[src/design/soc_defines.svh]
// shared widths, sram depth and timebase
// register word indices of the dma and timer blocks

`ifndef SOC_DEFINES_SVH
`define SOC_DEFINES_SVH

// bus widths
`define ADDR_W 16
`define DATA_W 32

// word sram depth
`define SRAM_WORDS 256

// clock cycles per microsecond
`define CLK_MHZ 10

// register word indices in the register region
`define REG_DMA_SRC  4'd0
`define REG_DMA_DST  4'd1
`define REG_DMA_LEN  4'd2
`define REG_DMA_CTRL 4'd3
`define REG_TIME     4'd4
`define REG_TIMECMP  4'd5

`endif

[src/design/us_timer.sv]
// microsecond prescaler and 32-bit time counter
// writable time and timecmp registers
// level irq while time >= timecmp

`include "soc_defines.svh"

module us_timer (
	input  logic               clk,
	input  logic               rst_n,
	input  logic               sel,
	input  logic               we,
	input  logic [3:0]         index,
	input  logic [`DATA_W-1:0] wdata,
	output logic [`DATA_W-1:0] rdata,
	output logic               irq
);

	localparam int PRE_W = $clog2(`CLK_MHZ);

	logic [PRE_W-1:0]   pre_cnt;
	logic               tick;
	logic [`DATA_W-1:0] mtime;
	logic [`DATA_W-1:0] mtimecmp;

	// one tick every CLK_MHZ cycles
	assign tick = pre_cnt == '0;

	always_ff @(posedge clk or negedge rst_n) begin
		if (!rst_n)
			pre_cnt <= PRE_W'(`CLK_MHZ - 1);
		else if (tick)
			pre_cnt <= PRE_W'(`CLK_MHZ - 1);
		else
			pre_cnt <= pre_cnt - 1'b1;
	end

	// a write to time wins over the tick
	always_ff @(posedge clk or negedge rst_n) begin
		if (!rst_n) begin
			mtime    <= '0;
			mtimecmp <= '1;
			irq      <= 1'b0;
		end else begin
			if (sel && we && index == `REG_TIME)
				mtime <= wdata;
			else if (tick)
				mtime <= mtime + 1'b1;
			if (sel && we && index == `REG_TIMECMP)
				mtimecmp <= wdata;
			irq <= mtime >= mtimecmp;
		end
	end

	always_ff @(posedge clk) begin
		if (sel && !we) begin
			case (index)
				`REG_TIME:    rdata <= mtime;
				`REG_TIMECMP: rdata <= mtimecmp;
				default:      rdata <= '0;
			endcase
		end
	end

endmodule

[config.mk]
export PLATFORM = sky130hd
export DESIGN_NAME = us_timer
export DESIGN_NICKNAME = d
export VERILOG_FILES = /design/src/design/us_timer.sv
export VERILOG_INCLUDE_DIRS = /design/src /design/src/design
export SDC_FILE = /design/constraint.sdc
export NUM_CORES = 1
export LEC_CHECK = 0
export ABC_AREA = 1
export BUFFER_PORTS_ARGS = -buffer_cell sky130_fd_sc_hd__buf_2
export CORE_MARGIN = 2
export CORE_UTILIZATION = 56
export DETAILED_ROUTE_END_ITERATION = 8
export PLACE_DENSITY_LB_ADDON = 0.3
export SYNTH_ARGS = -nofsm -noshare
export SYNTH_HDL_FRONTEND = slang
export SYNTH_SLANG_ARGS = --single-unit
[constraint.sdc]
create_clock -name clk -period 2.3 [get_ports clk]
set_clock_uncertainty 0.15 [all_clocks]
set_input_delay 0.46 -clock clk [delete_from_list [all_inputs] [get_ports clk]]
set_output_delay 0.46 -clock clk [all_outputs]
set_load 0.01 [all_outputs]
* Word-level counts from Yosys, hierarchy flattened
Index checks and enable logic that the tools add are counted.
** Word-level totals
- Bits in registers :: 101
- Latch bits :: 0
- Bits in writable memories :: 0
- ROM bits :: 0
- Output and inout bits :: 33
- Word-level logic and storage cells :: 21
- Memories :: 0
** Cells by class
- Add/subtract/negate cells :: 2
- Multipliers :: 0
- Div/mod/pow operators :: 0
- Magnitude comparators :: 1
- Eq/ne operators :: 2
- Shift operators :: 0
- Multiplexer cells :: 4
- Bitwise logic cells :: 0
- Reductions and logical operators :: 7
** Operator list (count)
- 2-to-1 mux 32 bit :: 2
- case mux 32 bit (2 select lines) :: 1
- adder 32 x 1 -> 32 bit, second input constant :: 1
- greater-or-equal comparator 32 bit :: 1
- equality test 4 x 3 -> 1 bit, second input constant :: 2
- logical AND 1 bit :: 4
- zero test 4 bit :: 1
- 2-to-1 mux 4 bit :: 1
- subtractor 4 x 1 -> 4 bit, second input constant :: 1
- nonzero test 2 bit :: 1
- zero test 1 bit :: 1

* Logic depth before layout (Yosys ltp)
Gate-level depths: netlist of the first run.
- Depth after elaboration :: 3
- Gate-level depth with buffers :: 13
- Depth with buffers taken out :: 13

* Worst setup path before layout of the first run
OpenSTA, ideal clock, no wires.
- Path type :: input -> register
- From :: in sel
- To :: reg rdata[0] (enable)
- Setup time :: 0.422 ns
- Data arrival time :: 1.849 ns
- Required time :: 1.728 ns
- Path slack :: -0.121 ns
- Cell stages on the path :: 2
- Buffers on the path :: 0
- Cell sequence :: inv_1 nor2_1
** On the way
- Cells in the longest elaborated chain, start to end :: 1
** RTL lines
- start: declaration :: line us_timer.sv:10 : input logic sel,
- logical AND 1 bit :: line us_timer.sv:55 : if (sel && !we) begin
- end signal: assignment :: line us_timer.sv:57 : `REG_TIME: rdata <= mtime;
- end signal: assignment :: line us_timer.sv:58 : `REG_TIMECMP: rdata <= mtimecmp;
- end: declaration :: line us_timer.sv:14 : output logic [`DATA_W-1:0] rdata,
Every way passes these cells.
A chain may end at the register's enable or synchronous reset.

* Worst setup path after layout of the first run
- From :: reg mtimecmp[7]
- To :: reg irq
** On the way
- Cells in the longest elaborated chain, start to end :: 1
** RTL lines
- start: declaration :: line us_timer.sv:23 : logic [`DATA_W-1:0] mtimecmp;
- start signal: assignment :: line us_timer.sv:49 : mtimecmp <= wdata;
- greater-or-equal comparator 32 bit :: line us_timer.sv:50 : irq <= mtime >= mtimecmp;
- end signal: assignment :: line us_timer.sv:50
- end: declaration :: line us_timer.sv:15 : output logic irq
Every way passes these cells.

==> results of run 1 <==
sequential cells by signal, indices dropped and copies added (netlist names):
signal,flops
rdata,32
irq,1
pre_cnt,4
mtimecmp,32
mtime,32
final cells by class:
cell class / instances / area share
Sequential cell: 101 / 0.4229
Multi-Input combinational cell: 468 / 0.3814
Timing Repair Buffer: 86 / 0.07442
Inverter: 117 / 0.06802
Tap cell: 133 / 0.02578
Clock buffer: 13 / 0.02461
Clock inverter: 3 / 0.002907
worst max path at each step:
stage,depth (start not counted),endpoint
final,10,irq$_DFF_PN0_
after floorplan,2,rdata[0]$_DFFE_PP_
after global placement,9,mtime[0]$_DFFE_PN0P_
after detailed placement,9,mtime[0]$_DFFE_PN0P_
after global routing,10,mtime[24]$_DFFE_PN0P_
after CTS,10,irq$_DFF_PN0_
placed cells by master (no fill, tap or decap), types with 3 or more instances in the layout:
cell type / count
dfrtp_1: 35
o211ai_1: 4
nand3_1: 25
nand4_1: 6
inv_1: 115
dfstp_2: 34
nand2_4: 3
o21ai_0: 40
nand2_1: 187
edfxtp_1: 32
buf_4: 12
o22ai_1: 38
buf_2: 72
nor2_1: 64
xor2_1: 17
ha_1: 33
a21oi_1: 34
nor3_1: 6
clkbuf_8: 11
power by group through the flow:
stage | Sequential, mW | Combinational (mW) | Clock (mW)
2_1_floorplan | 2.44 | 0.922 | 0
3_3_place_gp | 2.49 | 1.26 | 0
3_5_place_dp | 2.50 | 1.31 | 0
4_1_cts | 2.46 | 1.32 | 1.08
5_1_grt | 2.51 | 1.54 | 1.14
6_report | 2.47 | 1.33 | 1.07
cell usage after synthesis, types with 2 or more instances:
cell type	instances	area (um2)
nand2_1	188	705.7
ha_1	33	412.9
buf_2	5	25.02
nor2_1	65	244.0
clkbuf_1	8	30.03
nand3_1	25	125.1
edfxtp_1	32	960.9
inv_1	115	431.7
nor3_1	6	30.03
dfstp_2	34	893.4
dfrtp_1	35	875.8
xor2_1	17	148.9
a21oi_1	34	170.2
o21ai_0	40	200.2
nand4_1	6	37.54
o211ai_1	4	30.03
nand2_4	3	33.78
buf_6	4	45.04
inv_2	2	7.510
o22ai_1	38	237.7
tightest hold or removal path, stage by stage:
cell	delay [ps]
buf_2	100
inv_1	40
o21ai_0	80
what timing repair did:
action,in CTS,in global routing
endpoints found under the hold margin,35,0
setup endpoints to repair,0,0
hold buffers,1,0
per-layer routing:
metal  share of wire  up-vias  track usage
li1                -     2426            -
met1            0.45     2360       0.4002
met2            0.46      190       0.4276
met3           0.072       18      0.03493
met4           0.015        0      0.08762
met5               0        -            0
through the flow:
step                      hold WS [ps]  power, mW    util  area [um2]  worst slack [ps]
final                            169.2      4.865  0.6545        6456             307.2
after detailed placement         289.1      3.804  0.6355        6269             284.4
after global routing             169.1      5.193  0.6545        6456             55.24
after floorplan                  14.41      3.366       -        5732             424.7
after global placement           280.4      3.744  0.6355        6269             325.0
after CTS                        155.3      4.859  0.6545        6456             344.8
cell families after synthesis:
group | Yosys count | synth area share
AOI/OAI and AO/OA | 120 | 0.1175
xor gates and xnor gates | 17 | 0.02599
adders and majority gates | 33 | 0.07207
buffers and inverters | 135 | 0.09543
DFF | 101 | 0.4765
and+or+nand+nor | 298 | 0.2125
==> reports/metrics.csv, run 1 <==
stage,metric,value,unit
drt,vias,4994,
floorplan,Row Count,36,
floorplan,die area,11060,um2
worst_setup_path,Worst Setup End Kind,register,
drt,initial detailed-routing violation count,359,
floorplan,Core Box Area,9864,um2
sta,final worst path period share,0.8665,
sta,Slew Limit Fails,0,
logic_synthesis,Synth warnings,0,
sta,Slew @ Worst Pin,477.2,ps
placed_design,Cells after DPL,904,
grt,number of global-route vias before repair,4894,
sta,fmax,0.5018,GHz
clock_tree,H-tree depth,3,
drt,WL final,14.49,mm
sta,final hold violation count,0,
clock_tree,Root Driver,clkbuf_8,
logic_synthesis,Yosys reg bits,101,
clock_tree,postcts setup bufs,0,
drt,residual DRC count,0,
power_and_ir_drop,pwr dens,753.6,nW/um2
power_and_ir_drop,Psw,1.692,mW
logic_synthesis,post-synth net total,777,
worst_setup_path,Reg-to-Reg End,irq$_DFF_PN0_,
logic_synthesis,cells after synthesis,704,
drt,DR WL/cell,15.74,um
drt,DRT antenna net count,0,
power_and_ir_drop,Pleak,3.091,nW
logic_synthesis,Synth async-reset ratio,0.6832,
final_layout,register area,2730,um2
hold_path,hold wc startpoint,wdata[4],
floorplan,Top Ports,73,
final_layout,area of the multi-input gates,2462,um2
worst_setup_path,Worst Path Arrival,2160,ps
sta,unrepaired setup endpoints after global routing,no,
power_and_ir_drop,Clock Power Share,0.219,
clock_tree,worst skew pair latency,370,ps
hold_path,HP Class,input port to register,
power_and_ir_drop,Gate power share,0.274,
worst_setup_path,crit-path max cell delay,530,ps
logic_synthesis,"EDFF count, synth",32,
worst_setup_path,crit-path most repeated cell,nand2_1,
power_and_ir_drop,"IR drop worst, VDD",0.3632,mV
worst_setup_path,Critical Path RT,2460,ps
grt,Congestion Overflow GR,0,
hold_path,hold path endpoint,mtimecmp[4]$_DFFE_PN1P_,
clock_tree,CTS tree,done,
worst_setup_path,critical register-to-register path startpoint,mtimecmp[7]$_DFFE_PN1P_,
worst_setup_path,crit-path max FO,3,
grt,antenna violations before repair,0,
worst_setup_path,Worst Path Buf+Inv,1,
run,maxcap violations,0,
worst_setup_path,crit path cell chain,inv_1 -> ha_1 -> nand2_1 -> nor2_1 -> nand4_1 -> nand3_1 -> nand2_1 -> nand2_1 -> nand2_1 -> nand2_1,
hold_path,Hold Path Cell Cnt,3,
clock_tree,TritonCTS buffer count,9,
worst_setup_path,Crit Path Category,register to register,
logic_synthesis,Netlist cell types,30,
placed_design,hpwl dp,10.79,mm
worst_setup_path,crit path launch type,register,
logic_synthesis,mapped cell area,5729,um2
clock_tree,Resized Gates After CTS,0,
power_and_ir_drop,Pint,3.174,mW
clock_tree,clk slew on worst S/H paths,90,ps
floorplan,Die X,105.1,um
sta,final setup TNS,0,ps
placed_design,IO Port Bufs,72,
final_layout,NumNets Final,856,
worst_setup_path,Crit path max-delay family,simple AND/OR/NAND/NOR gates,
final_layout,area delta synth->final,12.69,%
worst_setup_path,Reg2Reg Setup Slack,310,ps
drt,DR pass1 iterations,6,
placed_design,routability cong.,0.9713,
worst_setup_path,R2R depth,10,
run_status,status,completed,
final_layout,share of cells above drive strength 1,0.1840,
floorplan,die height,105.1,um
sta,fin crit period,1993,ps
drt,via density per instance,5.422,
power_and_ir_drop,Sw Ratio,0.3477,
logic_synthesis,"Top FF cell, synth",dfrtp_1,
logic_synthesis,Avg Inst Size Synth,8.138,um2
worst_setup_path,Worst path slowest cell,dfstp_2,
sta,final setup fails,0,
grt,largest net degree at the start of global routing,70,
grt,global-route wire length before repair,24.04,mm
final_layout,Filler Cell Count,866,
power_and_ir_drop,Reg power frac,0.507,
clock_tree,Clock Path Buffers,2,
worst_setup_path,Critical path origin,mtimecmp[7]$_DFFE_PN1P_,
logic_synthesis,"Seq/Total Area, Yosys",0.4765,
final_layout,fin cells,921,
sta,Rel. slew slack,0.6815,
clock_tree,clock sinks,101,
floorplan,Initial Util,0.5808,
final_layout,Antenna diodes,0,
grt,GR Util All Layers,0.2748,
Note: power is estimated with default switching activity, not from simulation.
==> run 2, diff against run 1 <==
--- a/config.mk
+++ b/config.mk
@@ -8,9 +8,9 @@
 export LEC_CHECK = 0
 export ABC_AREA = 1
 export BUFFER_PORTS_ARGS = -buffer_cell sky130_fd_sc_hd__buf_2
-export CORE_MARGIN = 2
 export CORE_UTILIZATION = 56
 export DETAILED_ROUTE_END_ITERATION = 8
+export GPL_TIMING_DRIVEN = 0
 export PLACE_DENSITY_LB_ADDON = 0.3
 export SYNTH_ARGS = -nofsm -noshare
 export SYNTH_HDL_FRONTEND = slang
==> reports/metrics.csv, run 2 (synthesis gave the netlist of run 1 again) <==
stage,metric,value,unit,change
run_status,status,completed,,unchanged
floorplan,die area,10640,um2,was 11060 um2
floorplan,Initial Util,0.5808,,unchanged
placed_design,Cells after DPL,910,,was 904
power_and_ir_drop,Pleak,3.088,nW,was 3.091 nW
grt,global-route wire length before repair,25.02,mm,was 24.04 mm
floorplan,Top Ports,73,,unchanged
clock_tree,H-tree depth,3,,unchanged
sta,Rel. slew slack,0.3887,,was 0.6815
worst_setup_path,Critical Path RT,2410,ps,was 2460 ps
drt,DRT antenna net count,0,,unchanged
worst_setup_path,crit-path max FO,5,,was 3
clock_tree,TritonCTS buffer count,9,,unchanged
final_layout,"commonest non-fill, non-tap cells in the layout","nand2_1, inv_1, buf_2",,unchanged
clock_tree,CTS tree,done,,unchanged
sta,final worst path period share,0.9462,,was 0.8665
worst_setup_path,Worst Path Arrival,2290,ps,was 2160 ps
final_layout,Antenna diodes,0,,unchanged
placed_design,IO Port Bufs,72,,unchanged
clock_tree,postcts setup bufs,0,,unchanged
grt,Congestion Overflow GR,0,,unchanged
final_layout,NumNets Final,861,,was 856
drt,initial detailed-routing violation count,299,,was 359
grt,number of global-route vias before repair,4854,,was 4894
sta,fmax,0.4595,GHz,was 0.5018 GHz
floorplan,die height,103.1,um,was 105.1 um
hold_path,HP Class,input port to asynchronous set/reset pin,,was input port to register
grt,GR Util All Layers,0.3248,,was 0.2748
sta,Slew @ Worst Pin,916.9,ps,was 477.2 ps
sta,fin crit period,2176,ps,was 1993 ps
drt,residual DRC count,0,,unchanged
worst_setup_path,Worst Setup End Kind,register,,unchanged
floorplan,Row Count,36,,unchanged
worst_setup_path,crit path launch type,register,,unchanged
final_layout,"commonest non-fill, non-tap cell in the layout",nand2_1,,unchanged
final_layout,share of cells above drive strength 1,0.1778,,was 0.1840
clock_tree,Clock Path Buffers,2,,unchanged
clock_tree,clock sinks,101,,unchanged
power_and_ir_drop,pwr dens,753.9,nW/um2,was 753.6 nW/um2
final_layout,area delta synth->final,12.88,%,was 12.69%
sta,unrepaired setup endpoints after global routing,yes,,was no
drt,WL final,16.02,mm,was 14.49 mm
clock_tree,worst skew pair latency,380,ps,was 370 ps
grt,largest net degree at the start of global routing,70,,unchanged
floorplan,Die X,103.1,um,was 105.1 um
grt,GRT busiest layer,met2,,unchanged
grt,met1 usage,0.4684,,was 0.4002
placed_design,hpwl dp,11.90,mm,was 10.79 mm
clock_tree,clk slew on worst S/H paths,90,ps,about the same
sta,final hold violation count,0,,unchanged
floorplan,Core Box Area,9864,um2,unchanged
placed_design,DP Worst Slack,-132.5,ps,was 284.4 ps
final_layout,Filler Cell Count,845,,was 866
sta,Final Worst Setup Slack,123.7,ps,was 307.2 ps
run,maxcap violations,0,,unchanged
sta,final setup fails,0,,unchanged
drt,DR pass1 iterations,5,,was 6
sta,final setup TNS,0,ps,unchanged
grt,antenna violations before repair,0,,unchanged
drt,DR WL/cell,17.30,um,was 15.74 um
clock_tree,Root Driver,clkbuf_8,,unchanged
worst_setup_path,Crit Path Category,register to register,,unchanged
clock_tree,Resized Gates After CTS,0,,unchanged
final_layout,fin util,0.6556,,was 0.6545
grt,met2 Usage GRT,0.5010,,was 0.4276
grt,GRT met3 Usage,0.04475,,was 0.03493
final_layout,biggest regs,"mtime: 32 flops, mtimecmp: 32 flops, rdata: 32 flops",,unchanged
drt,vias,5085,,was 4994
final_layout,fin cells,926,,was 921
drt,via density per instance,5.491,,was 5.422
clock_tree,Hold Buf Count CTS,0,,was 1
placed_design,routability cong.,0.9272,,was 0.9713
sta,Slew Limit Fails,0,,unchanged
power_and_ir_drop,"IR drop worst, VDD",0.4749,mV,was 0.3632 mV
run 2: cell types whose count changed in the layout (fill, tap and decap cells not counted), sizes merged:
cell         delta
buf             -2
clkbuf         +10
clkinvlp        -1
dlygate4sd3     -1
inv             -1
run 2: worst paths after layout:
path | start | to | slack [ps] | cells past startpoint
min reg2reg | pre_cnt[0]$_DFF_PN1_ | pre_cnt[0]$_DFF_PN1_ | 310 | 1
max reg2reg | mtime[1]$_DFFE_PN0P_ | mtime[20]$_DFFE_PN0P_ | 120 | 8
max in group asynchronous | rst_n | mtime[28]$_DFFE_PN0P_ | 1350 | 1
min | rst_n | pre_cnt[1]$_DFF_PN0_ | 40 | 1
max | mtime[1]$_DFFE_PN0P_ | mtime[20]$_DFFE_PN0P_ | 120 | 8
min in group clk | wdata[2] | mtimecmp[2]$_DFFE_PN1P_ | 160 | 3
run 2: layout make-up:
type                            instances  area, um2  area share
Buffer                                 18      107.6     0.01664
Clock buffer                           15      166.4     0.02573
Clock inverter                          1      5.005   0.0007738
Inverter                              117      439.2     0.06790
Multi-Input combinational cell        468       2462      0.3807
Sequential cell                       101       2730      0.4221
Tap cell                              133      166.4     0.02573
Timing Repair Buffer                   73      390.4     0.06036
run 2: metrics by stage:
stage	power, mW	area, um2	hold WS [ps]
floorplan	3.366	5732	14.41
global placement	3.731	6259	281.4
detailed placement	3.808	6294	285.6
CTS	4.855	6465	92.73
global route	5.177	6467	121.8
finish	4.876	6467	43.90
run 2: report_power, final:
part,leakage [nW],total [mW],switching (mW),internal (mW)
sequential,1.11,2.48,0.275,2.21
clock,0.0877,1.06,0.606,0.455
combinational,1.89,1.33,0.822,0.511
total,3.09,4.88,1.70,3.17
run 2: critical path: stages, from the launching register on:
cell and delay (ps):
dfrtp_1 450, ha_1 200, nand2_1 70, nor2_1 240, nand2_1 190, nor2_1 430
nand3_1 140, nand3_1 110, o211ai_1 80
run 2: metal layers:
| metal | part of all wire | wire length (um) |
|---|---|---|
| met5 | 0 | 0 |
| met2 | 0.45 | 7175 |
| met1 | 0.46 | 7327 |
| met3 | 0.076 | 1215 |
| met4 | 0.019 | 302 |
==> run 3, diff against run 2 <==
--- a/config.mk
+++ b/config.mk
@@ -8,6 +8,7 @@
 export LEC_CHECK = 0
 export ABC_AREA = 1
 export BUFFER_PORTS_ARGS = -buffer_cell sky130_fd_sc_hd__buf_2
+export CORE_MARGIN = 1.5
 export CORE_UTILIZATION = 56
 export DETAILED_ROUTE_END_ITERATION = 8
 export GPL_TIMING_DRIVEN = 0
==> reports/metrics.csv, run 3 (synthesis gave the netlist of run 1 again) <==
stage,metric,value,unit,change
worst_setup_path,Reg-to-Reg End,mtime[24]$_DFFE_PN0P_,,was mtime[20]$_DFFE_PN0P_
clock_tree,Root Driver,clkbuf_8,,unchanged
drt,via density per instance,5.444,,was 5.491
sta,unrepaired setup endpoints after global routing,yes,,unchanged
final_layout,"commonest non-fill, non-tap cells in the layout","nand2_1, inv_1, buf_2",,unchanged
clock_tree,clk slew on worst S/H paths,100,ps,was 90 ps
final_layout,fin util,0.6612,,was 0.6556
hold_path,HP Class,input port to asynchronous set/reset pin,,unchanged
drt,top layer in use,met4,,unchanged
placed_design,IO Port Bufs,72,,unchanged
drt,initial detailed-routing violation count,362,,was 299
run,maxcap violations,0,,unchanged
sta,final hold violation count,0,,unchanged
sta,Slew Limit Fails,0,,unchanged
drt,WL final,15.96,mm,was 16.02 mm
sta,Rel. slew slack,0.3909,,was 0.3887
worst_setup_path,Critical Path RT,2400,ps,was 2410 ps
clock_tree,CTS tree,done,,unchanged
drt,residual DRC count,0,,unchanged
final_layout,Antenna diodes,0,,unchanged
placed_design,hpwl dp,12.04,mm,was 11.90 mm
power_and_ir_drop,"IR drop worst, VDD",0.4299,mV,was 0.4749 mV
grt,Congestion Overflow GR,0,,unchanged
sta,final worst path period share,0.9785,,was 0.9462
drt,metal1 wirelength,7.479,mm,was 7.327 mm
floorplan,Initial Util,0.5808,,unchanged
drt,DR WL/cell,17.23,um,was 17.30 um
clock_tree,worst skew pair latency,360,ps,was 380 ps
drt,met2 wire length,7.064,mm,was 7.175 mm
clock_tree,TritonCTS buffer count,9,,unchanged
placed_design,DP Worst Slack,-91.09,ps,was -132.5 ps
worst_setup_path,Worst Path Arrival,2350,ps,was 2290 ps
power_and_ir_drop,Pleak,3.110,nW,was 3.088 nW
clock_tree,clock sinks,101,,unchanged
floorplan,Row Count,36,,unchanged
floorplan,Die X,104.1,um,was 103.1 um
drt,DRT antenna net count,0,,unchanged
floorplan,Top Ports,73,,unchanged
worst_setup_path,Reg2Reg Setup Slack,50,ps,was 120 ps
sta,final setup fails,0,,unchanged
grt,global-route wire length before repair,25.61,mm,was 25.02 mm
grt,antenna violations before repair,0,,unchanged
floorplan,die height,104.1,um,was 103.1 um
worst_setup_path,R2R depth,10,,was 8
final_layout,area delta synth->final,13.85,%,was 12.88%
clock_tree,H-tree depth,3,,unchanged
final_layout,NumNets Final,861,,unchanged
drt,vias,5041,,was 5085
clock_tree,Hold Buf Count CTS,0,,unchanged
floorplan,Core Box Area,9864,um2,unchanged
sta,Hold Slack,47.92,ps,was 43.90 ps
grt,GR Util All Layers,0.3076,,was 0.3248
floorplan,die area,10850,um2,was 10640 um2
worst_setup_path,crit-path max FO,5,,unchanged
sta,fmax,0.4443,GHz,was 0.4595 GHz
clock_tree,Clock Path Buffers,2,,unchanged
grt,largest net degree at the start of global routing,70,,unchanged
drt,DR pass1 iterations,6,,was 5
worst_setup_path,Worst Setup End Kind,register,,unchanged
run_status,status,completed,,unchanged
worst_setup_path,Crit Path Category,register to register,,unchanged
power_and_ir_drop,pwr dens,779.9,nW/um2,was 753.9 nW/um2
power_and_ir_drop,Pwr Total,5.087,mW,was 4.876 mW
placed_design,routability cong.,0.9376,,was 0.9272
sta,Slew @ Worst Pin,913.6,ps,was 916.9 ps
drt,WL met3,1.147,mm,was 1.215 mm
worst_setup_path,crit path launch type,register,,unchanged
grt,number of global-route vias before repair,4926,,was 4854
worst_setup_path,critical register-to-register path startpoint,mtime[0]$_DFFE_PN0P_,,was mtime[1]$_DFFE_PN0P_
sta,Final Worst Setup Slack,49.37,ps,was 123.7 ps
final_layout,"commonest non-fill, non-tap cell in the layout",nand2_1,,unchanged
final_layout,biggest regs,"mtime: 32 flops, mtimecmp: 32 flops, rdata: 32 flops",,unchanged
sta,fin crit period,2251,ps,was 2176 ps
final_layout,share of cells above drive strength 1,0.1803,,was 0.1778
[run 3: changes by cell type in the layout (fill, tap and decap cells not counted)]
cell,previous run,this run
bufinv_16,0,2
clkbuf_1,12,10
clkinv_2,1,0
clkinvlp_4,0,1
[run 3: cell type report]
class / instances / area, um2
fill: 853 / 3342
sequential: 101 / 2730
multi-input combinational: 468 / 2462
inverter: 117 / 439.2
timing repair buffer: 73 / 390.4
tap: 133 / 166.4
clock buffer: 13 / 158.9
buffer: 18 / 107.6
clock inverter: 3 / 67.56
[run 3: power breakdown]
group | internal [mW] | switching (mW) | leakage, nW
Combinational | 0.511 | 0.814 | 1.89
Clock | 0.675 | 0.610 | 0.110
Sequential | 2.21 | 0.272 | 1.11
[run 3: metal layers]
layer,global-route usage,vias up
li1,-,2443
met1,0.4541,2372
met2,0.4721,204
met3,0.04887,22
met4,0.08532,0
met5,0,-
[run 3: worst max-delay path by stage]
stage,slack [ps],depth (start not counted),end,startpoint
5_1_grt,-40,10,mtime[18]$_DFFE_PN0P_,mtime[0]$_DFFE_PN0P_
4_1_cts,130,10,mtime[24]$_DFFE_PN0P_,mtime[0]$_DFFE_PN0P_
2_1_floorplan,420,2,rdata[0]$_DFFE_PP_,sel
3_5_place_dp,-90,7,rdata[15]$_DFFE_PP_,index[3]
3_3_place_gp,-150,2,rdata[18]$_DFFE_PP_,we
6_report,50,10,mtime[24]$_DFFE_PN0P_,mtime[0]$_DFFE_PN0P_
[run 3: critical path, cell delays in order, from the launching register on]
cell     delay (ps)
dfrtp_1         440
ha_1            210
nand2_1          60
nor2_1          250
nand2_1         200
nor2_1          470
nand2_1         120
nand2_1          80
nand2_1          50
nand2_1          50
nand3_1          60
[run 3: what timing repair did]
action | 4_1_cts | 5_1_grt
hold endpoints to repair | 0 | 0
endpoints found under the setup margin | 0 | 5
buffers inserted | 0 | 0
resized for setup | 0 | 1
[run 3: metrics by stage]
stage	setup TNS (ps)	area, um2	std cells
6_report	0	6523	926
4_1_cts	0	6520	926
5_1_grt	-117.4	6523	926
3_3_place_gp	-4949	6259	909
3_5_place_dp	-610.6	6294	910
2_1_floorplan	0	5732	704
